### src/design/obj_pkg.sv
// --------------------
// widths and attribute fields shared by the object engine
// table entry i holds attr, code, y, x at word addresses 4i..4i+3
// --------------------
`default_nettype none

package obj_pkg;

    localparam int TABLE_AW = 10;   // 256 entries of 4 words
    localparam int IDX_W    = 8;    // entry index, also the priority tag
    localparam int ROM_AW   = 20;   // {tile code, tile line}
    localparam int PXL_W    = 9;    // {palette, color}

    localparam logic [3:0]  TRANSPARENT = 4'd15;    // never written
    localparam logic [15:0] END_ATTR    = 16'hff00; // stops the scan

    // attribute word fields
    localparam int ATTR_PAL_LO = 0;
    localparam int ATTR_PAL_W  = 5;
    localparam int ATTR_XFLIP  = 5;
    localparam int ATTR_YFLIP  = 6;
    localparam int ATTR_TN_LO  = 8;     // extra tile columns
    localparam int ATTR_TN_W   = 4;
    localparam int ATTR_TM_LO  = 12;    // extra tile rows
    localparam int ATTR_TM_W   = 4;

endpackage

`default_nettype wire

### src/design/obj_rom_arb.sv
// --------------------
// a requester must drop req while its ack is high
// --------------------
`timescale 1ns/100ps
`default_nettype none

module obj_rom_arb #(
    parameter int NUM_DRAW = 3
) (
    input  wire                             clk,
    input  wire                             rst,
    input  wire  [NUM_DRAW-1:0]             req,
    input  wire  [obj_pkg::ROM_AW-1:0]      req_addr [NUM_DRAW],
    input  wire  [NUM_DRAW-1:0]             req_half,
    input  wire  [31:0]                     rom_data,
    input  wire                             rom_ok,
    output logic [NUM_DRAW-1:0]             ack,
    output logic [31:0]                     ack_data,
    output logic [obj_pkg::ROM_AW-1:0]      rom_addr,
    output logic                            rom_half,
    output logic                            rom_cs
);

    localparam int GW = (NUM_DRAW > 1) ? $clog2(NUM_DRAW) : 1;

    logic [GW-1:0] ptr;     // first unit to look at
    logic [GW-1:0] gnt;     // unit being served
    logic [GW-1:0] sel;
    logic          found;

    always_comb begin
        found = 1'b0;
        sel   = '0;
        for (int i = 0; i < NUM_DRAW; i++) begin
            if (!found && req[(int'(ptr) + i) % NUM_DRAW]) begin
                found = 1'b1;
                sel   = GW'((int'(ptr) + i) % NUM_DRAW);
            end
        end
    end

    always_ff @(posedge clk or posedge rst) begin
        if (rst) begin
            rom_cs <= 1'b0;
            ack    <= '0;
            ptr    <= '0;
            gnt    <= '0;
        end else begin
            ack <= '0;
            if (!rom_cs) begin
                if (found) begin
                    rom_cs <= 1'b1;
                    gnt    <= sel;
                    ptr    <= (sel == GW'(NUM_DRAW - 1)) ? '0 : sel + 1'b1;
                end
            end else if (rom_ok) begin
                rom_cs   <= 1'b0;   // at least one idle cycle between reads
                ack[gnt] <= 1'b1;
            end
        end
    end

    always_ff @(posedge clk) begin
        if (!rom_cs && found) begin
            rom_addr <= req_addr[sel];
            rom_half <= req_half[sel];
        end
        if (rom_cs && rom_ok) ack_data <= rom_data;
    end

endmodule

`default_nettype wire

### config.mk
export PLATFORM = sky130hd
export DESIGN_NAME = obj_rom_arb
export DESIGN_NICKNAME = d
export VERILOG_FILES = /design/src/design/obj_pkg.sv /design/src/design/obj_rom_arb.sv
export SDC_FILE = /design/constraint.sdc
export NUM_CORES = 1
export LEC_CHECK = 0
export ABC_CLOCK_PERIOD_IN_PS = 8650
export BUFFER_PORTS_ARGS = -buffer_cell sky130_fd_sc_hd__buf_2
export CAP_MARGIN = 10
export CORE_MARGIN = 3
export CORE_UTILIZATION = 32
export DETAILED_ROUTE_END_ITERATION = 8
export GPL_TIMING_DRIVEN = 0
export PLACE_DENSITY_LB_ADDON = 0.2
export SYNTH_ARGS = -nofsm -noshare
export SYNTH_HDL_FRONTEND = slang
export SYNTH_SLANG_ARGS = --single-unit
### constraint.sdc
create_clock -name clk -period 8.65 [get_ports clk]
set_input_delay 0.865 -clock clk [delete_from_list [all_inputs] [get_ports clk]]
set_output_delay 0.865 -clock clk [all_outputs]
set_load 0.05 [all_outputs]
### After elaboration in Yosys (flattened, before gate mapping)

Index checks and enable logic that the tools add are counted.

* register bits: 61
* bits in latches: 0
* memory bits (writable): 0
* ROM bits: 0
* output and inout bits: 57
* logic and storage cells: 60
* memories kept: 0

* add/subtract/negate cells: 3
* $mul: 0
* div/mod/pow operators: 3
* $lt $le $gt $ge: 7
* equal/unequal tests: 1
* shift-type cells: 0
* multiplexer cells: 28
* bitwise logic cells: 2
* reductions and logical operators: 9

Operators by type and width (count)
* 32-bit by 4-bit less-than comparator with 1-bit output (second input constant): 3
* 32-bit by 3-bit remainder unit with 32-bit output (second input constant): 2
* 20-bit binary-select mux with 2-bit select: 1
* 20-bit 2-to-1 mux: 2
* 3-bit by 3-bit remainder unit with 32-bit output (second input constant): 1
* 1-bit 2-to-1 mux: 14
* 1-bit binary-select mux with 2-bit select: 4
* 2-bit 2-to-1 mux: 4
* 2-bit by 3-bit less-than comparator with 1-bit output (second input constant): 2
* 3-bit 2-to-1 mux: 2
* 1-bit logical AND: 5
* 2-bit by 1-bit adder with 3-bit output (second input constant): 1
* 2-bit by 2-bit adder with 3-bit output (second input constant): 1
* 3-bit greater-or-equal comparator (second input constant): 1
* 1-bit zero test: 3
* 2-bit inverter with 3-bit output: 1
* 2-bit by 1-bit adder with 2-bit output (second input constant): 1
* 1-bit demux with 2-bit select: 1
* 2-bit equality test (second input constant): 1
* 2-bit by 1-bit greater-or-equal comparator with 1-bit output (second input constant): 1
* 2-bit AND reduction: 1
* 1-bit inverter: 1

### Logic depth before layout (Yosys ltp)

* depth in word-level cells: 15
* mapped depth: 10

### Worst setup path after synthesis

Ideal clock, no wire load.

* path kind: register to register
* from: register ptr[0]
* to: register ptr[1]
* data arrival time: 3.317 ns
* data required time: 8.548 ns
* setup slack: 5.230 ns
* cell stages (with the launch flop): 9
* period minus slack after synthesis: 3.420 ns
* path through: dfrtp_1 > inv_1 > ha_1 > buf_4 > mux2i_1 > o22a_4 > a31oi_1 > nand3_1 > o32ai_1

* cells in the longest elaborated chain, start to end: 13

RTL lines
* start: declaration: line obj_rom_arb.sv:26 `logic [GW-1:0] ptr;`
* start signal: assignment: line obj_rom_arb.sv:54 `ptr <= (sel == GW'(NUM_DRAW - 1)) ? '0 : sel + 1'b1;`
* branches (longest 13 deep; another with 32-bit by 3-bit remainder unit with 32-bit output)

Parallel ways; which one is timed is not known. The select of a mux whose other input is x is not followed.
A chain may end at the register's enable or synchronous reset.

### Worst setup path after layout

Same ends and word-level chain as after synthesis.

==> impl_results.md <==
- Net count, final: 510
- Hpwl dp: 6450 µm
- Fin area: 4210 µm²
- First-pass GRT wire length: 12700 µm
- Post-synthesis adder-cell area fraction: 1.65%
- Clock latency at the later pin of the worst-skew pair: 330 ps
- Ports: 158
- Top FF cell, synth: edfxtp_1
- Core area: 8980 µm²
- Syn Area/Cell: 12.8 µm²
- Clk slew on worst S/H paths: 70 ps
- CP Launch Type: register
- HP Class: primary input to async pin
- CP top delay family: compound AO/OA/AOI/OAI gates
- Initial drt markers: 78
- Vias per cell: 4.84
- Largest net degree at the start of global routing: 34
- Hold_buf cts: 0
- 1st-pass router iterations: 5
- Worst rel slew slack: 38.0%
- Fmax: 0.352 GHz
- Ys async rst share: 13.1%
- Final setup fails: 0
- Post_cts resized: 0
- Layout cells sized above 1: 48.8%
- Fin util: 46.9%
- Post-Synth Simple-Gate Area: 14.5%
- Area fraction of the dominant cell type after synthesis: 52.5%
- Cell variety after synth: 42
- Top cells by count, synth: edfxtp_1 (53), nand2_1 (25), nand3_1 (22), o21ai_0 (22), o2111ai_1 (21)
- Port Buffers: 157
- Compound-Gate Fraction of Synth Area: 14.7%
- Worst reg-to-reg path cell count: 8
- Clk sink count: 61
- H-tree Lvls: 3
- Fin crit share: 32.9%
- Routed WL per cell: 15.9 µm
- Critical path data required time: 8880 ps
- Max FO, Critical Path: 26
- Starting Density: 33.8%
- Sequential area share after synthesis: 59.1%
- Worst-Margin Slew: 930 ps
- Overflow after GRT: 0
- Antenna-violating nets left: 0
- Max Root-Sink Buffers: 2
- Post-CTS Setup Inserts: 0
- Global routing usage on met3: 4.23%
- Post-synth EDFFs: 53
- Cell count after synthesis: 236
- Final wirelength: 8530 µm
- Initial antenna violation count: 1
- Met1 usage: 19.7%
- Max-slew violations: 0
- Root buffer cell: clkbuf_8
- Most common cell in the netlist: edfxtp_1
- Worst path arrival time: 3070 ps
- Largest family of logic cells by synthesized area: compound AO/OA/AOI/OAI gates
- Clk_skew: 6.15 ps
- Leak Pwr: 1.85 nW
- Slowest stage delay, CP: 770 ps
- Crit path capture type: register
- Mux contribution to synthesized area: 2.35%
- Status: finished clean
- Worst slack at placement: 5690 ps
- Dpl cell area: 3990 µm²
- Vias in the first global route: 2545
- Most Crowded Layer GR: met2
- Pwr dens: 418 nW/µm²
- Post-route minimum period: 2840 ps
- Peak VDD IR: 0.000213 V
- Slowest CP cell: a31oi_4
- Post-route DRC: 0
- Seq cells post-synth: 61
- Final Non-Filler Cells: 537
- Fin. Hold Viols: 0
- RD Place Congestion: 0.768
- Vias: 2599
- CTS tree: yes
- P&R area growth vs syn: 38.9%
- Post-Place Cells: 519
- RSZ-0062 raised after global routing: no
- CTS buffer count: 9
- Row Count: 34
- Cell type with the largest total area after synthesis: edfxtp_1
- Levels on crit path: 8
- Setup_tns: 0 ps
- Post-route worst setup slack: 5810 ps
- Die Span X: 103 µm
- Met2 usage: 26.7%
- Cells along the critical path: inv_1 -> ha_1 -> buf_4 -> mux2i_1 -> o22a_4 -> a31oi_4 -> nand3_1 -> o32ai_1
- Kind of critical path: register to register
- Die ar.: 10700 µm²
- Synth Area in XOR/XNOR: 0%
- Max-Cap Viols: 0
- Global Route Usage Sum: 15.8%
- Cell area after synthesis: 3030 µm²
- Cell types occupying the most area after synthesis: edfxtp_1 (53%), dfrtp_1 (6.6%), o2111ai_1 (6.1%)
- Syn. warnings: 0
- CP Buf/Inv Count: 2
- Syn_nets: 341
- Die height: 103 µm
==> cell families (layout without fill, tap and decap cells) <==
logic type               Yosys count  count (layout)
adder cells (fa/ha/maj)            4               4
buffers and inverters             29             203
multiplexers                       6               6
flip-flops                        61              61
other                              0               1
AO/OA/AOI/OAI                     56              56
AND/OR/NAND/NOR                   80              80
==> area by class of cell <==
| type | count | area [µm²] |
|---|---|---|
| tap | 126 | 158 |
| fill | 876 | 4770 |
| clock buffer | 10 | 128 |
| antenna | 1 | 2.50 |
| sequential | 61 | 1790 |
| multi-input combinational | 146 | 1020 |
| inverter | 7 | 26.3 |
| clock inverter | 6 | 62.6 |
| timing repair buffer | 158 | 813 |
| buffer | 22 | 206 |
==> worst reg2reg max path: cells and delay by family, from the launching register on <==
| family | cells | cell delay (ps) |
|---|---|---|
| AND/OR/NAND/NOR | 1 | 280 |
| AO/OA/AOI/OAI | 3 | 1400 |
| buffers and inverters | 2 | 240 |
| multiplexers | 1 | 150 |
| adder cells (fa/ha/maj) | 1 | 290 |
| flip-flops | 1 | 380 |
==> power by group <==
| group | switching, mW | internal (mW) | leakage [nW] |
|---|---|---|---|
| combinational | 0.685 | 0.327 | 1.16 |
| sequential | 0.0280 | 0.468 | 0.606 |
| clock | 0.117 | 0.133 | 0.0903 |
| total | 0.830 | 0.928 | 1.85 |
==> metrics by stage <==
stage,hold slack (ps),power (mW)
6_report,464,1.76
5_1_grt,468,1.87
4_1_cts,459,1.77
3_5_place_dp,468,1.52
3_3_place_gp,457,1.50
2_1_floorplan,442,1.28
==> cell usage in the layout, fill, tap and decap left out, types with 2 or more instances in the layout <==
cell type   Yosys  routed
buf_2           2     159
edfxtp_1       53      53
nand2_1        25      25
nand3_1        22      22
o21ai_0        22      22
o2111ai_1      21      21
or4_1          17      17
clkbuf_8        3      12
dfrtp_1         8       8
inv_1           7       7
buf_6           5       5
clkbuf_1        4       5
or4_2           4       4
ha_1            4       4
mux2i_1         3       3
nor2_1          3       3
mux2_4          2       2
nand3b_1        2       2
o21a_1          2       2
a311oi_4        2       2
buf_12          2       2
nor3b_1         2       2
clkbuf_2        2       2
clkinvlp_4      0       2
==> final timing paths <==
kind	start	end	slack (ps)
max	ptr[0]$_DFFE_PP0P_	ptr[1]$_DFFE_PP0P_	5810
min	rst	ack[0]$_DFF_PP0_	460
max reg2reg	ptr[0]$_DFFE_PP0P_	ptr[1]$_DFFE_PP0P_	5810
min reg2reg	gnt[0]$_DFFE_PP0P_	ack[2]$_DFF_PP0_	480
max in group asynchronous	rst	ptr[1]$_DFFE_PP0P_	7950
min in group clk	gnt[0]$_DFFE_PP0P_	ack[2]$_DFF_PP0_	480
==> registers in the layout, summed over array words and instances, names as in the netlist <==
| name | count |
|---|---|
| rom_cs | 1 |
| rom_addr | 20 |
| ack_data | 32 |
| ack | 3 |
| rom_half | 1 |
| ptr | 2 |
| gnt | 2 |
==> metal layers <==
| metal | part of all wire [%] | vias up |
|---|---|---|
| met1 | 41 | 1203 |
| met2 | 51 | 100 |
| met3 | 6.6 | 14 |
| met5 | 0.13 | - |
| li1 | - | 1280 |
| met4 | 1.2 | 2 |
(Power assumes the default switching activity.)
