==> config.mk <==
export PLATFORM = sky130hd
export DESIGN_NAME = obj_scan
export DESIGN_NICKNAME = d
export VERILOG_FILES = /design/src/design/obj_pkg.sv /design/src/design/obj_scan.sv
export SDC_FILE = /design/constraint.sdc
export NUM_CORES = 1
export LEC_CHECK = 0
export BUFFER_PORTS_ARGS = -buffer_cell sky130_fd_sc_hd__buf_4
export CELL_PAD_IN_SITES_DETAIL_PLACEMENT = 0
export CELL_PAD_IN_SITES_GLOBAL_PLACEMENT = 1
export CORE_UTILIZATION = 39
export CTS_BUF_LIST = sky130_fd_sc_hd__clkbuf_8
export DETAILED_ROUTE_END_ITERATION = 8
export PLACE_DENSITY_LB_ADDON = 0.1
export SLEW_MARGIN = 20
export SYNTH_ARGS = -nofsm -noshare
export SYNTH_HDL_FRONTEND = slang
export SYNTH_SLANG_ARGS = --single-unit
==> constraint.sdc <==
create_clock -name clk -period 5.3 [get_ports clk]
set_input_delay 0.265 -clock clk [delete_from_list [all_inputs] [get_ports clk]]
set_output_delay 0.265 -clock clk [all_outputs]
set_load 0.1 [all_outputs]
==> src/design/obj_pkg.sv <==
// --------------------
// widths and attribute fields shared by the object engine
// table entry i holds attr, code, y, x at word addresses 4i..4i+3
// --------------------
`default_nettype none

package obj_pkg;

    localparam int TABLE_AW = 10;   // 256 entries of 4 words
    localparam int IDX_W    = 8;    // entry index, also the priority tag
    localparam int ROM_AW   = 20;   // {tile code, tile line}
    localparam int PXL_W    = 9;    // {palette, color}

    localparam logic [3:0]  TRANSPARENT = 4'd15;    // never written
    localparam logic [15:0] END_ATTR    = 16'hff00; // stops the scan

    // attribute word fields
    localparam int ATTR_PAL_LO = 0;
    localparam int ATTR_PAL_W  = 5;
    localparam int ATTR_XFLIP  = 5;
    localparam int ATTR_YFLIP  = 6;
    localparam int ATTR_TN_LO  = 8;     // extra tile columns
    localparam int ATTR_TN_W   = 4;
    localparam int ATTR_TM_LO  = 12;    // extra tile rows
    localparam int ATTR_TM_W   = 4;

endpackage

`default_nettype wire

==> src/design/obj_scan.sv <==
// --------------------
// vrender must stay stable for the whole scan
// start must only come while done is high
// --------------------
`timescale 1ns/100ps
`default_nettype none

module obj_scan #(
    parameter int NUM_DRAW = 3
) (
    input  wire                             clk,
    input  wire                             rst,
    input  wire                             start,
    input  wire  [7:0]                      vrender,
    input  wire  [15:0]                     table_data,
    input  wire  [NUM_DRAW-1:0]             idle,
    output logic [obj_pkg::TABLE_AW-1:0]    table_addr,
    output logic [NUM_DRAW-1:0]             load,
    output logic [15:0]                     ld_attr,
    output logic [15:0]                     ld_code,
    output logic [8:0]                      ld_x,
    output logic [7:0]                      ld_row,
    output logic [obj_pkg::IDX_W-1:0]       ld_idx,
    output logic                            done
);

    localparam logic [1:0] S_IDLE  = 2'd0;
    localparam logic [1:0] S_READ  = 2'd1;
    localparam logic [1:0] S_CHECK = 2'd2;

    logic [1:0]                 st;
    logic                       ended;      // scan over, units may still draw
    logic                       prv_vld;    // previous entry held for this line
    logic [15:0]                cur_attr;
    logic [15:0]                cur_code;
    logic [15:0]                cur_y;
    logic [15:0]                cur_x;
    logic [obj_pkg::IDX_W-1:0]  cur_idx;
    logic [15:0]                prv_attr;
    logic [15:0]                prv_code;
    logic [15:0]                prv_y;
    logic [15:0]                prv_x;
    logic [7:0]                 row;
    logic [8:0]                 zone_h;
    logic                       repeated;
    logic                       visible;
    logic                       adv;
    logic [NUM_DRAW-1:0]        pick;

    assign row      = vrender - cur_y[7:0];  // object relative, mod 256
    assign zone_h   = {1'b0, cur_attr[obj_pkg::ATTR_TM_LO +: obj_pkg::ATTR_TM_W], 4'd0} + 9'd16;
    assign repeated = prv_vld && cur_attr == prv_attr && cur_code == prv_code &&
                      cur_y == prv_y && cur_x == prv_x;
    assign visible  = !repeated && ({1'b0, row} < zone_h);
    assign pick     = idle & (~idle + 1'b1);    // lowest idle unit
    assign adv      = (st == S_CHECK) && (!visible || (|idle));

    assign load    = (st == S_CHECK && visible) ? pick : '0;
    assign ld_attr = cur_attr;
    assign ld_code = cur_code;
    assign ld_x    = cur_x[8:0];
    assign ld_row  = row;
    assign ld_idx  = cur_idx;
    assign done    = ended & (&idle);

    always_ff @(posedge clk or posedge rst) begin
        if (rst) begin
            st         <= S_IDLE;
            table_addr <= '1;
            ended      <= 1'b1;
            prv_vld    <= 1'b0;
        end else begin
            case (st)
                S_IDLE: if (start) begin
                    st      <= S_READ;
                    ended   <= 1'b0;
                    prv_vld <= 1'b0;
                end
                S_READ: begin
                    if (table_addr[1:0] == 2'd0 && table_data == obj_pkg::END_ATTR) begin
                        table_addr <= '1;       // end marker, rewind for next line
                        ended      <= 1'b1;
                        st         <= S_IDLE;
                    end else begin
                        table_addr <= table_addr - 1'b1;    // wraps to all ones after entry 0
                        if (table_addr[1:0] == 2'd0) st <= S_CHECK;
                    end
                end
                S_CHECK: if (adv) begin
                    prv_vld <= 1'b1;
                    if (cur_idx == '0) begin
                        ended <= 1'b1;
                        st    <= S_IDLE;
                    end else begin
                        st <= S_READ;
                    end
                end
                default: st <= S_IDLE;
            endcase
        end
    end

    // entry words arrive x first, attr last
    always_ff @(posedge clk) begin
        if (st == S_READ) begin
            case (table_addr[1:0])
                2'd3: cur_x    <= table_data;
                2'd2: cur_y    <= table_data;
                2'd1: cur_code <= table_data;
                default: begin
                    cur_attr <= table_data;
                    cur_idx  <= table_addr[obj_pkg::TABLE_AW-1:2];
                end
            endcase
        end
        if (adv) begin
            prv_attr <= cur_attr;   // skipped entries count as previous too
            prv_code <= cur_code;
            prv_y    <= cur_y;
            prv_x    <= cur_x;
        end
    end

endmodule

`default_nettype wire

# --- Word level (Yosys, flattened, before mapping) ---
# Index checks and enable logic that the tools add are counted.
word_totals:
  regBits: 150
  inputBits: 30
  out_inout_bits: 71
  elab_cells: 78
op_classes:
  n_addsub: 4
  order_cmp: 1
  eq_ne: 15
  n_mux: 15
  n_bitwise: 4
  n_reduce_logical: 26
op_table:
  columns: ["cell", "n"]
  rows:
  - ["$eq A16 B16 Y1", 4]
  - ["$eq A16 B16 Y1 const B", 1]
  - ["$mux W10", 1]
  - ["$sub A10 B1 Y10 const B", 1]
  - ["$add A8 B5 Y9 const B", 1]
  - ["$lt A8 B9 Y1", 1]
  - ["$reduce_and A3 Y1", 3]
  - ["$logic_and A1 B1 Y1", 8]
  - ["$logic_not A8 Y1", 1]
  - ["$mux W2", 4]
  - ["$reduce_and A2 Y1", 4]
  - ["$sub A8 B8 Y8", 1]
  - ["$eq A2 B2 Y1 const B", 3]
  - ["$mux W1", 6]
  - ["$ne A2 B2 Y1 const B", 3]
  - ["$pmux W2 S3", 1]
  - ["$reduce_or A3 Y1", 2]
  - ["$reduce_and A5 Y1", 1]
  - ["$eq A2 B1 Y1 const B", 2]
  - ["$logic_not A2 Y1", 2]
  - ["$add A3 B1 Y3 const B", 1]
  - ["$and A3 B3 Y3", 1]
  - ["$mux W3", 1]
  - ["$ne A3 B3 Y1 const B", 1]
  - ["10 further kinds", 11]

# --- Logic depth before layout (Yosys ltp) ---
logic_depth:
  depth_word: 12
  mapped_depth: 18
  ltp_nobuf: 18

# --- Worst setup path after synthesis ---
# No wires, ideal clock.
synth_path:
  kind: "reg2out"
  start: "reg cur_y[1]"
  end: "out load[2]"
  arrival_time_ns: 7.357
  required_ns: 5.035
  setup_slack_ns: -2.322
  path_stages_with_launch: 17
  n_path_buf: 0
  path_cell_list: "edfxtp_1 > inv_2 > ha_1 > a21o_1 > a21o_1 > a21o_1 > a21oi_1 > o21ai_0 > xnor2_1 > ha_1 > a21oi_1 > o21ai_0 > o21ai_0 > o41ai_2 > inv_1 > nand2_1 > nor4b_1"
synth_via:
  word_cells_on_any_way: 9
  classes_between: "add/sub (1); order compare (1); eq/ne (1); mux (1); reduce/logical (5)"
synth_lines:
  columns: ["element", "line_no", "rtl"]
  rows:
  - ["start: declaration", "obj_scan.sv:36", "logic [15:0] cur_y;"]
  - ["start signal: assignment", "obj_scan.sv:108", "2'd2: cur_y <= table_data;"]
  - ["$sub A8 B8 Y8", "obj_scan.sv:50", "assign row = vrender - cur_y[7:0];"]
  - ["net ld_row[7]", "obj_scan.sv:22", "output logic [7:0] ld_row,"]
  - ["$lt A8 B9 Y1", "obj_scan.sv:54", "assign visible = !repeated && ({1'b0, row} < zone_h);"]
  - ["$logic_and A1 B1 Y1", "obj_scan.sv:54", null]
  - ["$logic_and A1 B1 Y1", "obj_scan.sv:58", "assign load = (st == S_CHECK && visible) ? pick : '0;"]
  - ["$mux W3", "obj_scan.sv:58", null]
  - ["end: declaration", "obj_scan.sv:18", "output logic [NUM_DRAW-1:0] load,"]
# The timed path passes the listed nets, and every way through them passes these cells.

# --- Worst setup path in the final report ---
layout_path:
  start: "reg cur_y[0]"
  end: "out load[2]"
layout_via:
  elab_chain_len: 7
  word_cells_on_any_way: 9
  classes_between: "add/sub (1); order compare (1); eq/ne (1); mux (1); reduce/logical (5)"
layout_lines:
  columns: ["element", "line_no"]
  rows:
  - ["parallel branches: the longest is 4 deep, another holds $lt A8 B9 Y1", null]
  - ["$logic_and A1 B1 Y1 (*)", "obj_scan.sv:54"]
  - ["$logic_and A1 B1 Y1 (*)", "obj_scan.sv:58"]
  - ["$mux W3 (*)", "obj_scan.sv:58"]
# Mark *: on every way between the ends.

==> key figures <==
Yosys
  – Post-synth EDFFs: 136
  – Synthesized area: 6310 um2
  – Mean area per synthesized cell: 15.1 um2
  – Synth Warn #: 0
  – Post-synth cell types: 49
  – Syn_nets: 469
  – Sequential area share after synthesis: 70.5%
  – Ys flop type: edfxtp_1
  – Mapped Cells: 418
  – Asr flop ratio synth: 9.33%
  – Number of synthesized register bits: 150

Floorplanning
  – IO Count: 101
  – Initial Util: 39.9%
  – Chip Width: 129 um
  – Die area: 16,700 um2
  – Core Area: 15,800 um2
  – Die H: 129 um
  – Row count: 46

Clock tree
  – CTS Sinks: 150
  – Resized Gates After CTS: 0
  – H-tree depth: 4
  – Skew-Pair Late Insertion Delay: 0.45 ns
  – CTS Buf Count: 17
  – CTS tree: done
  – Root Driver: clkbuf_8
  – Deepest clock path buffer count: 2
  – Clock transition at path regs: 0.08 ns

Run status
  – Status: finished, final reports clean

Timing
  – Final critical-path setup slack: 0.641 ns
  – Fin crit share: 87.9%
  – Worst hold slack: 0.0431 ns
  – Unrepaired setup endpoints after global routing: false
  – Worst Skew: 0.0107 ns
  – Worst slew pin tran: 1.09 ns
  – Final Hold Vio Count: 0
  – Slew headroom: 27.0%
  – Peak Freq: 0.215 GHz
  – Setup TNS: 0 ns
  – Final setup viols: 0
  – Fin. max-slew vios: 0
  – Tmin final: 4.66 ns

Cells and area
  – # diodes: 0
  – Post-layout util: 49.1%
  – Area of the multi-input gates: 1690 um2
  – Most frequent cells in the layout: edfxtp_1, buf_4, xnor2_1
  – Nets: 580
  – FF+latch area: 4450 um2
  – Layout cells sized above 1: 29.2%
  – Fill count: 1,437
  – Commonest non-fill, non-tap cell in the layout: edfxtp_1
  – Area grow syn2layout: 23.1%

Worst setup path
  – Crit. End Element: primary output
  – Crit path launch: cur_y[0]$_DFFE_PP_
  – Family with the most delay on the worst path: compound AO/OA/AOI/OAI gates
  – Worst path cell trace: ha_1 -> inv_1 -> fa_1 -> a21o_1 -> a22o_1 -> o21a_1 -> nor2_1 -> xnor2_2 -> ha_1 -> a21o_1 -> a21oi_1 -> o21ai_0 -> o21ai_0 -> o41ai_2 -> inv_1 -> nand2_1 -> nor4b_4 -> buf_4
  – Max stage delay on crit path: 0.40 ns
  – Buf/Inv on CP: 3
  – CP required: 5.04 ns
  – Crit path max-delay cell type: edfxtp_1
  – Arrival time worst endpoint: 4.39 ns
  – Worst R2R Start: cur_y[0]$_DFFE_PP_
  – Worst setup SP type: flop
  – Crit path max fanout: 3
  – Crit Path Category: flop to primary output

Power and ir drop
  – Tot Pwr: 4.49 mW
  – Pint: 2.56 mW
  – P_leak: 2.88 nW
  – Gate power share: 38.4%
  – Clk pwr share: 21.9%
  – Power per Cell Area: 578 nW/um2
  – Sequential Power Share: 39.6%
  – Maximum vdd drop: 0.493 mV
  – Sw frac: 43.0%
  – Net Sw Power: 1.93 mW

Placement
  – GP Congestion: 0.741
  – Setup WS pre-CTS: 0.749 ns
  – I/O Buffers: 100
  – DP HPWL: 9.93 mm

Route
  – DR WL/cell: 18.6 um
  – Post-route ant nets: 0
  – DRC errors left: 0
  – First-pass iteration count of the detailed router: 4
  – DR vias: 3,735
  – Initial DRC Count: 238
  – Vias/cell: 4.93
  – Final wirelength: 14.1 mm

GRT
  – Initial antenna violation count: 0
  – First-pass GRT wire length: 21.1 mm
  – Largest net degree at the start of global routing: 65
  – Overall routing resource usage: 17.8%
  – Vias in the first global route: 3,690
  – Final global-route overflow total: 0

Run
  – Maxcap violations: 0

Worst hold path
  – Hold Path Class: input pin to flop
  – Hold Startpoint: table_data[11]
## layer usage
metal	track usage, %	routed length (um)
met1	24.1	6640
met2	27.8	6620
met3	4.54	640
met4	6.02	209
met5	0	0
## cell usage after synthesis (2+ instances only)
cell | instances | share of area (%)
nor2_1 | 12 | 0.71
nor2b_1 | 2 | 0.20
nand2b_1 | 7 | 0.69
o2111ai_1 | 2 | 0.28
o22ai_1 | 5 | 0.50
a22o_1 | 2 | 0.28
inv_1 | 33 | 2.0
a21oi_1 | 8 | 0.63
xor2_1 | 8 | 1.1
nand3_1 | 8 | 0.63
and3_1 | 2 | 0.20
nand4_1 | 13 | 1.3
buf_4 | 10 | 1.2
a22oi_1 | 4 | 0.48
or4_1 | 2 | 0.24
o21a_1 | 4 | 0.48
inv_2 | 3 | 0.18
dfrtp_1 | 3 | 1.2
xnor2_1 | 45 | 6.2
dfstp_2 | 11 | 4.6
edfxtp_1 | 136 | 65
ha_1 | 20 | 4.0
nor3_1 | 7 | 0.55
and2_1 | 5 | 0.50
a31oi_1 | 4 | 0.40
nand2_1 | 12 | 0.71
a21o_1 | 5 | 0.59
o221ai_1 | 2 | 0.28
o21ai_0 | 14 | 1.1
nor4_1 | 10 | 0.99
## kinds of logic (layout without fill, tap and decap cells)
kind of cell / after synthesis / count (layout) / share of synthesized area [%]
xor gates and xnor gates: 53 / 53 / 7.35
buffers and inverters: 47 / 171 / 3.39
DFF: 150 / 150 / 70.5
adders and majority gates: 21 / 21 / 4.28
AOI/OAI and AO/OA: 58 / 58 / 6.42
muxes: 2 / 2 / 0.357
and+or+nand+nor: 87 / 87 / 7.73
## area by class of cell
class	count	area share, %
multi-input cells	221	21.8
well taps	216	3.48
inverters	36	1.74
clock inverters	15	2.72
clock buffers	17	3.01
repair buffers	103	9.99
flip-flops and latches	150	57.3
## power by group through the flow
stage               Clock, mW  Sequential (mW)  Combinational, mW
floorplan                   0             2.32              0.831
global placement            0             1.80               1.73
detailed placement          0             1.81               1.74
CTS                      1.00             1.79               1.74
global route             1.05             1.81               1.83
finish                  0.985             1.78               1.73
## through the flow
step,instance area [um2],std cells
floorplan,6350,418
global placement,7310,725
detailed placement,7310,725
CTS,7770,758
global route,7770,758
finish,7770,758
## state kept, by name (all words and copies together), names as in the netlist, 2 cells and up
signal,flops
cur_x,16
cur_y,16
ld_attr,16
ld_code,16
prv_attr,16
prv_code,16
prv_x,16
prv_y,16
table_addr,10
ld_idx,8
st,2
## final timing paths
| path | to | slack, ns | cells past startpoint |
|---|---|---|---|
| max | load[2] | 0.64 | 18 |
| min | ld_code[11]$_DFFE_PP_ | 0.04 | 1 |
| max reg2reg | prv_y[11]$_DFFE_PP_ | 0.79 | 17 |
| min reg2reg | prv_x[14]$_DFFE_PP_ | 0.48 | 0 |
| max in group asynchronous | table_addr[4]$_DFFE_PP1P_ | 4.50 | 3 |
| min in group asynchronous | prv_vld$_DFFE_PP0P_ | 0.43 | 3 |
## repair_timing
item / in CTS / in global routing
buffers inserted: 0 / 0
hold buffers: 1 / 0
hold endpoints to repair: 3 / 0
Note: power is estimated with default switching activity, not from simulation.
