<file path="config.mk">
export PLATFORM = sky130hd
export DESIGN_NAME = obj_tile_draw
export DESIGN_NICKNAME = d
export VERILOG_FILES = /design/src/design/obj_pkg.sv /design/src/design/obj_tile_draw.sv
export SDC_FILE = /design/constraint.sdc
export NUM_CORES = 1
export LEC_CHECK = 0
export BUFFER_PORTS_ARGS = -buffer_cell sky130_fd_sc_hd__buf_2
export CAP_MARGIN = 20
export CORE_ASPECT_RATIO = 0.6
export CORE_UTILIZATION = 60
export CTS_CLUSTER_DIAMETER = 200
export DETAILED_ROUTE_END_ITERATION = 8
export PLACE_DENSITY = 0.82
export SETUP_SLACK_MARGIN = 0.02
export SYNTH_ARGS = -nofsm -noshare
export SYNTH_HDL_FRONTEND = slang
export SYNTH_SLANG_ARGS = --single-unit
</file>
<file path="constraint.sdc">
create_clock -name clk -period 7.9 [get_ports clk]
set_input_delay 1.185 -clock clk [delete_from_list [all_inputs] [get_ports clk]]
set_output_delay 1.185 -clock clk [all_outputs]
set_load 0.01 [all_outputs]
</file>
<file path="src/design/obj_pkg.sv">
// --------------------
// widths and attribute fields shared by the object engine
// table entry i holds attr, code, y, x at word addresses 4i..4i+3
// --------------------
`default_nettype none

package obj_pkg;

    localparam int TABLE_AW = 10;   // 256 entries of 4 words
    localparam int IDX_W    = 8;    // entry index, also the priority tag
    localparam int ROM_AW   = 20;   // {tile code, tile line}
    localparam int PXL_W    = 9;    // {palette, color}

    localparam logic [3:0]  TRANSPARENT = 4'd15;    // never written
    localparam logic [15:0] END_ATTR    = 16'hff00; // stops the scan

    // attribute word fields
    localparam int ATTR_PAL_LO = 0;
    localparam int ATTR_PAL_W  = 5;
    localparam int ATTR_XFLIP  = 5;
    localparam int ATTR_YFLIP  = 6;
    localparam int ATTR_TN_LO  = 8;     // extra tile columns
    localparam int ATTR_TN_W   = 4;
    localparam int ATTR_TM_LO  = 12;    // extra tile rows
    localparam int ATTR_TM_W   = 4;

endpackage

`default_nettype wire

</file>
<file path="src/design/obj_tile_draw.sv">
// --------------------
// rom half 0 holds pixels 0..7, half 1 pixels 8..15, pixel p in nibble p mod 8
// --------------------
`timescale 1ns/100ps
`default_nettype none

module obj_tile_draw (
    input  wire                             clk,
    input  wire                             rst,
    input  wire                             load,
    input  wire  [15:0]                     ld_attr,
    input  wire  [15:0]                     ld_code,
    input  wire  [8:0]                      ld_x,
    input  wire  [7:0]                      ld_row,
    input  wire  [obj_pkg::IDX_W-1:0]       ld_idx,
    input  wire                             ack,
    input  wire  [31:0]                     ack_data,
    output logic                            idle,
    output logic                            req,
    output logic [obj_pkg::ROM_AW-1:0]      req_addr,
    output logic                            req_half,
    output logic                            wr,
    output logic [8:0]                      wr_x,
    output logic [obj_pkg::PXL_W-1:0]       wr_pxl,
    output logic [obj_pkg::IDX_W-1:0]       wr_idx
);

    localparam logic [1:0] D_IDLE  = 2'd0;
    localparam logic [1:0] D_FETCH = 2'd1;
    localparam logic [1:0] D_DRAW  = 2'd2;

    logic [1:0]                         st;
    logic [15:0]                        attr_r;
    logic [15:0]                        code_r;
    logic [7:0]                         row_r;
    logic [8:0]                         px;         // next screen x
    logic [3:0]                         col;        // screen order column
    logic [3:0]                         cnt;
    logic                               half;
    logic [63:0]                        sh;         // one tile row, 16 nibbles
    logic [3:0]                         tn;
    logic [3:0]                         tm;
    logic                               xflip;
    logic                               yflip;
    logic [obj_pkg::ATTR_PAL_W-1:0]     pal;
    logic [3:0]                         col_eff;
    logic [3:0]                         trow_eff;
    logic [3:0]                         line;
    logic [15:0]                        tile;

    assign tn    = attr_r[obj_pkg::ATTR_TN_LO +: obj_pkg::ATTR_TN_W];
    assign tm    = attr_r[obj_pkg::ATTR_TM_LO +: obj_pkg::ATTR_TM_W];
    assign xflip = attr_r[obj_pkg::ATTR_XFLIP];
    assign yflip = attr_r[obj_pkg::ATTR_YFLIP];
    assign pal   = attr_r[obj_pkg::ATTR_PAL_LO +: obj_pkg::ATTR_PAL_W];

    // flips mirror the whole object, not each tile
    assign col_eff  = xflip ? tn - col : col;
    assign trow_eff = yflip ? tm - row_r[7:4] : row_r[7:4];
    assign line     = yflip ? ~row_r[3:0] : row_r[3:0];
    assign tile     = code_r + {8'd0, trow_eff, 4'd0} + {12'd0, col_eff};

    assign idle     = (st == D_IDLE);
    assign req      = (st == D_FETCH) && !ack;  // off at once so the arbiter skips us
    assign req_addr = {tile, line};
    assign req_half = half;

    always_ff @(posedge clk or posedge rst) begin
        if (rst) begin
            st   <= D_IDLE;
            col  <= '0;
            cnt  <= '0;
            half <= 1'b0;
            wr   <= 1'b0;
        end else begin
            wr <= (st == D_DRAW);
            case (st)
                D_IDLE: if (load) begin
                    st   <= D_FETCH;
                    col  <= '0;
                    half <= 1'b0;
                end
                D_FETCH: if (ack) begin
                    half <= ~half;
                    if (half) begin
                        st  <= D_DRAW;  // both halves in
                        cnt <= '0;
                    end
                end
                D_DRAW: begin
                    cnt <= cnt + 1'b1;
                    if (cnt == 4'd15) begin
                        if (col == tn) begin
                            st <= D_IDLE;
                        end else begin
                            col <= col + 1'b1;
                            st  <= D_FETCH;
                        end
                    end
                end
                default: st <= D_IDLE;
            endcase
        end
    end

    always_ff @(posedge clk) begin
        if (load && idle) begin
            attr_r <= ld_attr;
            code_r <= ld_code;
            row_r  <= ld_row;
            px     <= ld_x;
            wr_idx <= ld_idx;
        end
        if (st == D_FETCH && ack) sh <= half ? {ack_data, sh[31:0]} : {sh[63:32], ack_data};
        if (st == D_DRAW) begin
            sh     <= xflip ? sh << 4 : sh >> 4;
            wr_x   <= px;
            px     <= px + 1'b1;                // wraps at 512
            wr_pxl <= {pal, xflip ? sh[63:60] : sh[3:0]};
        end
    end

endmodule

`default_nettype wire

</file>
== Word-level counts from Yosys, hierarchy flattened ==
Cells that the tools add are included.
Word-level totals
  input bits: 93
  register bits after elaboration: 151
  logic and storage cells: 76
Cells by class
  reduce and logical (&&, ||, !) cells: 17
  equality and inequality tests: 10
  bitwise gates (word level): 2
  add/sub/neg operators: 7
  muxes and demuxes: 26
Operator list (count)
  two-way mux 64 bit: 4
  two-way mux 4 bit: 9
  two-way mux 9 bit: 2
  adder 16 x 4 -> 16 bit: 1
  adder 16 x 8 -> 16 bit: 1
  one-hot mux 4 bit (2 select lines): 2
  nonzero test 2 bit: 6
  adder 9 x 1 -> 9 bit, second input constant: 1
  adder 4 x 1 -> 4 bit, second input constant: 2
  two-way mux 2 bit: 4
  inequality test 2 bit, second input constant: 4
  AND reduction 4 bit: 2
  subtractor 4 bit: 2
  one-hot mux 2 bit (3 select lines): 1
  AND reduction 3 bit: 2
  == test 4 bit: 1
  == test 4 bit, second input constant: 1
  inequality test 2 x 1 -> 1 bit, second input constant: 2
  NOT 4 bit: 1
  AND reduction 2 bit: 2
  logical AND 1 bit: 3
  two-way mux 1 bit: 3
  == test 2 x 1 -> 1 bit, second input constant: 1
  == test 2 bit, second input constant: 1
  4 further kinds: 4

== Logic depth before layout (Yosys ltp) ==
Gate-level depths: netlist of the first run.
  word-level depth: 4
  depth in mapped cells: 12

== Worst setup path after synthesis of the first run ==
No wires, ideal clock.
  path type: register to output
  start point: register col[1]
  end point: output req_addr[12] (netlist name)
  required time: 6715 ps
  cell stages (with the launch flop): 12
  slack: 3997 ps
  arrival: 2718 ps
  cell sequence: dfrtp_1 -> inv_1 -> ha_1 -> nor2b_1 -> o21a_1 -> o311ai_0 -> o311ai_0 -> ha_1 -> and3_1 -> a221oi_1 -> o21ai_1 -> xor2_1
On the way
  longest elaborated chain between the ends: 3
Ends and longest elaborated chain
  start, declared: line obj_tile_draw.sv:37  | logic [3:0] col;
  start signal, assigned: line obj_tile_draw.sv:96  | col <= col + 1'b1;
  subtractor 4 bit: line obj_tile_draw.sv:58  | assign col_eff = xflip ? tn - col : col;
  two-way mux 4 bit *: line obj_tile_draw.sv:58
  adder 16 x 4 -> 16 bit *: line obj_tile_draw.sv:61  | assign tile = code_r + {8'd0, trow_eff, 4'd0} + {12'd0, col_eff};
  end, declared: line obj_tile_draw.sv:20  | output logic [obj_pkg::ROM_AW-1:0] req_addr,
Every way passes the cells marked *; elsewhere a longest branch is shown, timed or not.

== Worst setup path in the final report of the first run ==
  start point: register attr_r[13]
  end point: output req_addr[19] (netlist name)
On the way
  longest elaborated chain between the ends: 4
Ends and longest elaborated chain
  start, declared: line obj_tile_draw.sv:33  | logic [15:0] attr_r;
  start signal, assigned: line obj_tile_draw.sv:108  | attr_r <= ld_attr;
  subtractor 4 bit: line obj_tile_draw.sv:59  | assign trow_eff = yflip ? tm - row_r[7:4] : row_r[7:4];
  two-way mux 4 bit: line obj_tile_draw.sv:59
  adder 16 x 8 -> 16 bit: line obj_tile_draw.sv:61
  adder 16 x 4 -> 16 bit: line obj_tile_draw.sv:61
Every way passes these cells.

==> metrics.md, run 1 <==
| Metric | Value |
|---|---|
| Number of different library cells in the post-synthesis netlist | `50` |
| Rows | `31` |
| Vias/cell | `5.93` |
| Tot GR Track Use | `0.261` |
| Layout Nets | `857` |
| Power per cell area | `381 nW/um^2` |
| Number of nets still failing antenna checks after routing | `0` |
| Die outline height | `88.9 um` |
| Min Tclk post-route | `5000 ps` |
| Sum of negative setup slack | `0 ps` |
| Hold buffer count at cts | `0` |
| Portion of synthesized cell area occupied by the leading cell type | `0.548` |
| RSZ-0062 raised after global routing | `false` |
| Number of filler cells placed in the layout | `831` |
| Wire length of the first global-routing pass | `25600 um` |
| Area of the multi-input gates | `2880 sq um` |
| Number of global-route vias before repair | `5055` |
| Total Die Area | `13100 sq um` |
| Initial Util | `0.621` |
| Final worst hold slack | `422 ps` |
| Post-synthesis sequential area ratio | `0.588` |
| Synth Area per Inst | `12.2 sq um` |
| Max VDD drop | `184 uV` |
| Number of CTS-inserted buffers | `17` |
| Launch instance of the worst min-delay path | `attr_r[1]` |
| Post-CTS Resized | `0` |
| Mean routed wirelength per cell | `18.2 um` |
| Total of max-cap violations | `0` |
| Final HPWL DP | `11600 um` |
| Number of instances in the synthesized netlist | `617` |
| Cell accounting for the most synthesized area | `sky130_fd_sc_hd__edfxtp_1` |
| Post-CTS Setup Inserts | `0` |
| Number of remaining DRC errors | `0` |
| Growth of design area from synthesis to finish | `18.7%` |
| Routability cong. | `0.882` |
| Flops & latches, synth | `150` |
| Number of antenna violations at the first check in global routing | `2` |
| Async SR Flop Fraction | `0.0800` |
| Source of the worst register-to-register timing path | `attr_r[5]` |
| Maximum number of pins on one net before global-route repair | `136` |
| Worst slew margin relative to its limit | `0.329` |
| Post-Syn Nets | `730` |
| Status | `finished, final reports clean` |
| Number of clock sinks | `150` |
| Root buffer cell | `sky130_fd_sc_hd__clkbuf_16` |
| Final Setup Violations | `0` |
| Predominant post-synthesis flop cell | `sky130_fd_sc_hd__edfxtp_1` |
| Element type at the critical path start | `flop` |
| Overall power | `3.42 mW` |
| Synth area leaders | `sky130_fd_sc_hd__edfxtp_1 55%, sky130_fd_sc_hd__mux2i_1 7.4%, sky130_fd_sc_hd__o21ai_0 5.8%` |
| Core Box Area | `12200 sq um` |
| Worst-path fanout max | `11` |
| Sequential cell area | `4440 sq um` |
| Largest clock skew in the final design | `7.35 ps` |
| Count of TritonRoute iterations in the first routing pass | `6` |
| Reported leakage power | `3.56 nW` |
| Required time of the critical path | `6710 ps` |
| Share of the core filled with cells | `0.737` |
| Final max-slew violation count | `0` |
| Deepest clock path buffer count | `2` |
| Top-Level Pins | `143` |
| Crit path from | `attr_r[13]` |
| Die X | `147 um` |
| Fraction of layout instances using a drive strength above 1 | `0.258` |
| Count of synthesis-stage warnings from yosys | `0` |
| Synthesized area | `7560 sq um` |
| Signal arrival time at the worst endpoint | `3810 ps` |
| Achievable Freq | `200 MHz` |
| Type of the tightest min-delay check | `flop to flop` |
| Total Routed Length | `16800 um` |
| Type of the setup path with the least slack | `flop to primary output` |
| Overall overflow remaining after global route | `0` |
| Hold violation count in the final report | `0` |
| Type of element capturing the critical path | `primary output` |
| Final non-filler cell total | `924` |
| CTS tree | `yes` |
| Slew of the pin with the lowest slew margin | `1010 ps` |
| Number of buffer cells added on primary ports | `141` |
| Post-CTS clock slew at the launch and capture registers of the worst setup and hold paths | `70 ps` |
| Count of flip-flops with a built-in enable after synthesis | `138` |
| Worst skew pair latency | `420 ps` |
| # placed instances | `888` |
| Number of levels in the clock H-tree | `4` |
| First-iteration detailed-routing DRC count | `418` |
| Via count | `5478` |
| Crit share post-route | `0.633` |
registers in the layout (all words and copies together) (netlist names):
signal	flops
px	9
attr_r	15
row_r	8
req_half	1
cnt	4
wr_pxl	9
wr_idx	8
col	4
code_r	16
st	2
wr_x	9
sh	64
wr	1
logic make-up (layout without fill, tap and decap cells):
| group | Yosys count | count (layout) | share of synthesized area |
|---|---|---|---|
| and+or+nand+nor | 179 | 179 | 0.130 |
| DFF | 150 | 150 | 0.588 |
| AOI/OAI and AO/OA | 128 | 128 | 0.103 |
| muxes | 60 | 60 | 0.0801 |
| buffers and inverters | 54 | 194 | 0.0320 |
| xor gates and xnor gates | 26 | 26 | 0.0301 |
| adders and majority gates | 20 | 20 | 0.0361 |
| other | 0 | 2 | 0 |
power by group:
group / total, mW / leakage (nW) / switching, mW / internal [mW]
Clock: 0.821 / 0.284 / 0.345 / 0.475
Sequential: 1.39 / 1.45 / 0.165 / 1.22
Combinational: 1.22 / 1.82 / 0.734 / 0.481
Total: 3.42 / 3.56 / 1.24 / 2.18
routing by layer:
layer  vias up  share of wire  global-route usage  routed length (um)
li1       2599              -                   -                   -
met1      2606           0.46               0.371                7720
met2       253           0.43               0.388                7280
met3        20          0.096              0.0740                1610
met4         0          0.011              0.0909                 185
met5         -              0                   0                   0
through the flow:
stage	setup slack [ps]	cell area [sq um]
2_1_floorplan	4000	7560
3_3_place_gp	3630	8330
3_5_place_dp	3410	8330
4_1_cts	2950	8920
5_1_grt	2630	8970
6_report	2900	8970
critical path, cell delays in order, from the launching register on:
cell and delay, ps:
sky130_fd_sc_hd__edfxtp_1 430, sky130_fd_sc_hd__ha_1 310, sky130_fd_sc_hd__nor2b_1 150, sky130_fd_sc_hd__o21a_1 210, sky130_fd_sc_hd__o311ai_0 340, sky130_fd_sc_hd__o311ai_0 240
sky130_fd_sc_hd__ha_1 420, sky130_fd_sc_hd__a21oi_2 490, sky130_fd_sc_hd__o221ai_2 250, sky130_fd_sc_hd__o21ai_0 260, sky130_fd_sc_hd__xnor2_1 140, sky130_fd_sc_hd__buf_2 140
final timing paths:
path | end | slack (ps) | depth (start not counted)
setup / recovery | req_addr[19] | 2900 | 11
hold / removal | wr_pxl[5] | 420 | 0
setup reg to reg | wr_pxl[1] | 5710 | 2
hold reg to reg | wr_pxl[5] | 420 | 0
max in group asynchronous | cnt[0] | 6800 | 2
min in group asynchronous | req_half | 770 | 2
final cells by class:
type | instances | area share
sequential | 150 | 0.495
antenna | 2 | 0.000558
tap | 165 | 0.0230
clock inverter | 14 | 0.0184
multi-input combinational | 413 | 0.321
timing repair buffer | 148 | 0.0881
inverter | 14 | 0.00586
clock buffer | 18 | 0.0478
cells in the mapped netlist, types with 12 or more instances:
master                     count
sky130_fd_sc_hd__nor2_1       16
sky130_fd_sc_hd__xor2_1       16
sky130_fd_sc_hd__nand2_1      40
sky130_fd_sc_hd__o21ai_0      88
sky130_fd_sc_hd__buf_2        19
sky130_fd_sc_hd__nand3b_1     33
sky130_fd_sc_hd__inv_1        14
sky130_fd_sc_hd__ha_1         17
sky130_fd_sc_hd__mux2i_1      56
sky130_fd_sc_hd__nand3_1      48
sky130_fd_sc_hd__dfrtp_1      12
sky130_fd_sc_hd__clkbuf_1     16
sky130_fd_sc_hd__edfxtp_1    138
placed cells by master (no fill, tap or decap), types with 6 or more instances in the layout:
cell type | synthesis | final
sky130_fd_sc_hd__o21ai_0 | 88 | 88
sky130_fd_sc_hd__mux2i_1 | 56 | 56
sky130_fd_sc_hd__nand3b_1 | 33 | 33
sky130_fd_sc_hd__a21oi_1 | 6 | 6
sky130_fd_sc_hd__nand3_1 | 48 | 48
sky130_fd_sc_hd__xor2_1 | 16 | 16
sky130_fd_sc_hd__xnor2_1 | 10 | 10
sky130_fd_sc_hd__nand2_1 | 40 | 40
sky130_fd_sc_hd__edfxtp_1 | 138 | 138
sky130_fd_sc_hd__inv_1 | 14 | 14
sky130_fd_sc_hd__ha_1 | 17 | 17
sky130_fd_sc_hd__buf_2 | 19 | 141
sky130_fd_sc_hd__dfrtp_1 | 12 | 12
sky130_fd_sc_hd__nand2b_1 | 9 | 8
sky130_fd_sc_hd__clkbuf_16 | 0 | 17
sky130_fd_sc_hd__nor2_1 | 16 | 16
sky130_fd_sc_hd__nand4_1 | 6 | 6
No activity file was read; power rests on OpenSTA's default activity.
==> run 2: changes to the inputs <==
ABC_AREA = 1   (was unset)
CORE_UTILIZATION = 55   (was 60)
PLACE_DENSITY = 0.77   (was 0.82)
clock period = 4.95 ns   (was 7.9 ns; I/O delays follow)
==> run 2 against run 1 <==
Compared with the run above: via count grew 3.8%; combinational power grew 12%; worst setup slack lost 1800 ps; flip-flop and latch count is the same; final cell count grew 10%; count of clock-buffer cells in the layout shrank 1; non-clock buffer count shrank 1; clock skew grew 5.1 ps; clock power grew 68%; area after synthesis shrank 4.4%; critical path depth grew 4; largest power group unchanged.
==> metrics.md, run 2 <==
| Metric | Value |
|---|---|
| Die X | `150 um` |
| Via count | `5686` |
| Max VDD drop | `365 uV` |
| Signal arrival time at the worst endpoint | `3130 ps` |
| Rows | `32` |
| Number of nets still failing antenna checks after routing | `0` |
| Sum of negative setup slack | `0 ps` |
| Status | `finished, final reports clean` |
| Slew of the pin with the lowest slew margin | `870 ps` |
| Final HPWL DP | `11600 um` |
| Tot GR Track Use | `0.270` |
| Total Die Area | `13600 sq um` |
| Number of levels in the clock H-tree | `4` |
| Inserted Diodes | `0` |
| Required time of the critical path | `4210 ps` |
| Most frequent standard cell in the layout excluding fill and tap cells | `sky130_fd_sc_hd__buf_2` |
| Number of instances in the synthesized netlist | `700` |
| Source of the worst register-to-register timing path | `st[0]` |
| RSZ-0062 raised after global routing | `false` |
| Deepest clock path buffer count | `2` |
| Count of TritonRoute iterations in the first routing pass | `7` |
| Top-Level Pins | `143` |
| # placed instances | `985` |
| Type of element capturing the critical path | `primary output` |
| Hold violation count in the final report | `0` |
| Number of antenna violations at the first check in global routing | `0` |
| Routability cong. | `0.873` |
| Post-Syn Nets | `813` |
| Layout Nets | `948` |
| Maximum number of pins on one net before global-route repair | `91` |
| Final non-filler cell total | `1018` |
| First-iteration detailed-routing DRC count | `588` |
| CTS tree | `yes` |
| Flop-to-flop setup slack | `2850 ps` |
| Worst skew pair latency | `420 ps` |
| Number of global-route vias before repair | `5462` |
| Synth area leaders | `sky130_fd_sc_hd__edfxtp_1 57%, sky130_fd_sc_hd__nand2_1 6.3%, sky130_fd_sc_hd__o21ai_0 5.2%` |
| Number of CTS-inserted buffers | `17` |
| Final max-slew violation count | `0` |
| Post-synthesis sequential area ratio | `0.615` |
| Number of different library cells in the post-synthesis netlist | `31` |
| Largest register FFs | `64` |
| Largest clock skew in the final design | `12.5 ps` |
| Hold buffer count at cts | `0` |
| Power per cell area | `556 nW/um^2` |
| R2R depth | `4` |
| Total of max-cap violations | `0` |
| Fraction of layout instances using a drive strength above 1 | `0.228` |
| Die outline height | `90.8 um` |
| Count of synthesis-stage warnings from yosys | `0` |
| Portion of synthesized cell area occupied by the leading cell type | `0.573` |
| Number of clock sinks | `150` |
| Type of the setup path with the least slack | `flop to primary output` |
| Count of flip-flops with a built-in enable after synthesis | `138` |
| Predominant post-synthesis flop cell | `sky130_fd_sc_hd__edfxtp_1` |
| Register bank with the most flops | `sh` |
| Reported leakage power | `3.69 nW` |
| Worst-path fanout max | `6` |
| Achievable Freq | `258 MHz` |
| Final Setup Violations | `0` |
| Initial Util | `0.564` |
| Number of remaining DRC errors | `0` |
| Number of buffer cells added on primary ports | `141` |
| Element type at the critical path start | `flop` |
| Async SR Flop Fraction | `0.0800` |
| Mean routed wirelength per cell | `17.1 um` |
| Root buffer cell | `sky130_fd_sc_hd__clkbuf_16` |
| Total Routed Length | `17400 um` |
| Worst flop-to-flop path endpoint | `sh[29]` |
| Post-CTS Resized | `0` |
| Synth Area per Inst | `10.3 sq um` |
| Cell accounting for the most synthesized area | `sky130_fd_sc_hd__edfxtp_1` |
| Type of the tightest min-delay check | `primary input to async pin` |
| Wire length of the first global-routing pass | `27900 um` |
| Registers with the most flip-flops | `sh (64), code_r (16), attr_r (15)` |
| Most instantiated library cell after synthesis | `sky130_fd_sc_hd__edfxtp_1` |
| Worst slew margin relative to its limit | `0.420` |
| Min Tclk post-route | `3880 ps` |
| Post-CTS Setup Inserts | `0` |
| Vias/cell | `5.59` |
| Core Box Area | `12800 sq um` |
| Most frequent cells in the layout | `141 x sky130_fd_sc_hd__buf_2, 138 x sky130_fd_sc_hd__edfxtp_1, 121 x sky130_fd_sc_hd__nand2_1` |
| Crit share post-route | `0.783` |
| Synthesized area | `7230 sq um` |
| Post-CTS clock slew at the launch and capture registers of the worst setup and hold paths | `70 ps` |
| Flops & latches, synth | `150` |
| Growth of design area from synthesis to finish | `20.1%` |
| Leading post-synthesis cells by instance count | `138 x sky130_fd_sc_hd__edfxtp_1, 121 x sky130_fd_sc_hd__nand2_1, 88 x sky130_fd_sc_hd__nor2_1` |
| Overall overflow remaining after global route | `0` |
run 2: cell count changes after synthesis, sizes merged, moves of 9 or more:
| cell | change |
|---|---|
| nor2 | +73 |
| nand3 | -21 |
| o21ai | -14 |
| nand2 | +83 |
| o22ai | +52 |
| inv | +61 |
| nand2b | -9 |
| nand3b | -30 |
| clkbuf | -9 |
| mux2i | -56 |
run 2: worst max-delay path by stage:
stage / end / depth (start not counted) / startpoint / slack (ps)
detailed placement: req_addr[16] / 15 / col[0] / 1550
CTS: req_addr[16] / 15 / col[0] / 1070
floorplan: req_addr[12] / 12 / col[2] / 1890
finish: req_addr[16] / 15 / col[0] / 1070
global placement: req_addr[12] / 13 / col[2] / 1630
global route: req_addr[16] / 15 / col[2] / 780
run 2: layout make-up:
type                            count  area, sq um
Multi-Input combinational cell    444         2350
Inverter                           75          284
Tap cell                          170          213
Timing Repair Buffer              147          763
Fill cell                         982         4130
Clock buffer                       17          425
Sequential cell                   150         4440
Clock inverter                     15          200
run 2: through the flow:
stage	total power [mW]	util	hold WS (ps)	cell area, sq um	worst slack [ps]
2_1_floorplan	2.97	-	400	7230	1890
3_3_place_gp	3.34	0.627	401	8030	1630
3_5_place_dp	3.43	0.627	406	8030	1550
4_1_cts	4.81	0.676	338	8660	1070
5_1_grt	5.07	0.677	361	8680	778
6_report	4.83	0.677	325	8680	1070
run 2: power breakdown:
group	internal (mW)	leakage (nW)	total [mW]	switching (mW)
registers	1.87	1.45	2.08	0.201
clock network	0.815	0.302	1.38	0.569
logic	0.449	1.94	1.37	0.918
run 2: worst max-delay path, stage by stage, from the launching register on:
cell and delay, ps:
sky130_fd_sc_hd__dfrtp_1 450, sky130_fd_sc_hd__ha_1 210, sky130_fd_sc_hd__inv_1 80, sky130_fd_sc_hd__fa_1 410
sky130_fd_sc_hd__nand2_1 60, sky130_fd_sc_hd__o21ai_0 190, sky130_fd_sc_hd__fa_1 490, sky130_fd_sc_hd__nand2_1 80
sky130_fd_sc_hd__nand2_1 90, sky130_fd_sc_hd__and2_1 180, sky130_fd_sc_hd__nand2_1 60, sky130_fd_sc_hd__nand2_1 110
sky130_fd_sc_hd__nand2_1 90, sky130_fd_sc_hd__nand2_1 40, sky130_fd_sc_hd__nand2_1 50, sky130_fd_sc_hd__buf_2 120
run 2: cell families after synthesis:
group	synth area share
compound gates	0.119
simple gates	0.144
fa+ha+maj	0.0377
flops	0.615
buf+inv	0.0599
xor+xnor	0.0242
run 2: metal layers:
layer,up-vias,global-route usage,routed length (um)
met5,-,0,0
met2,319,0.388,7650
li1,2699,-,-
met4,0,0.0707,128
met3,22,0.0828,1710
met1,2646,0.397,7900
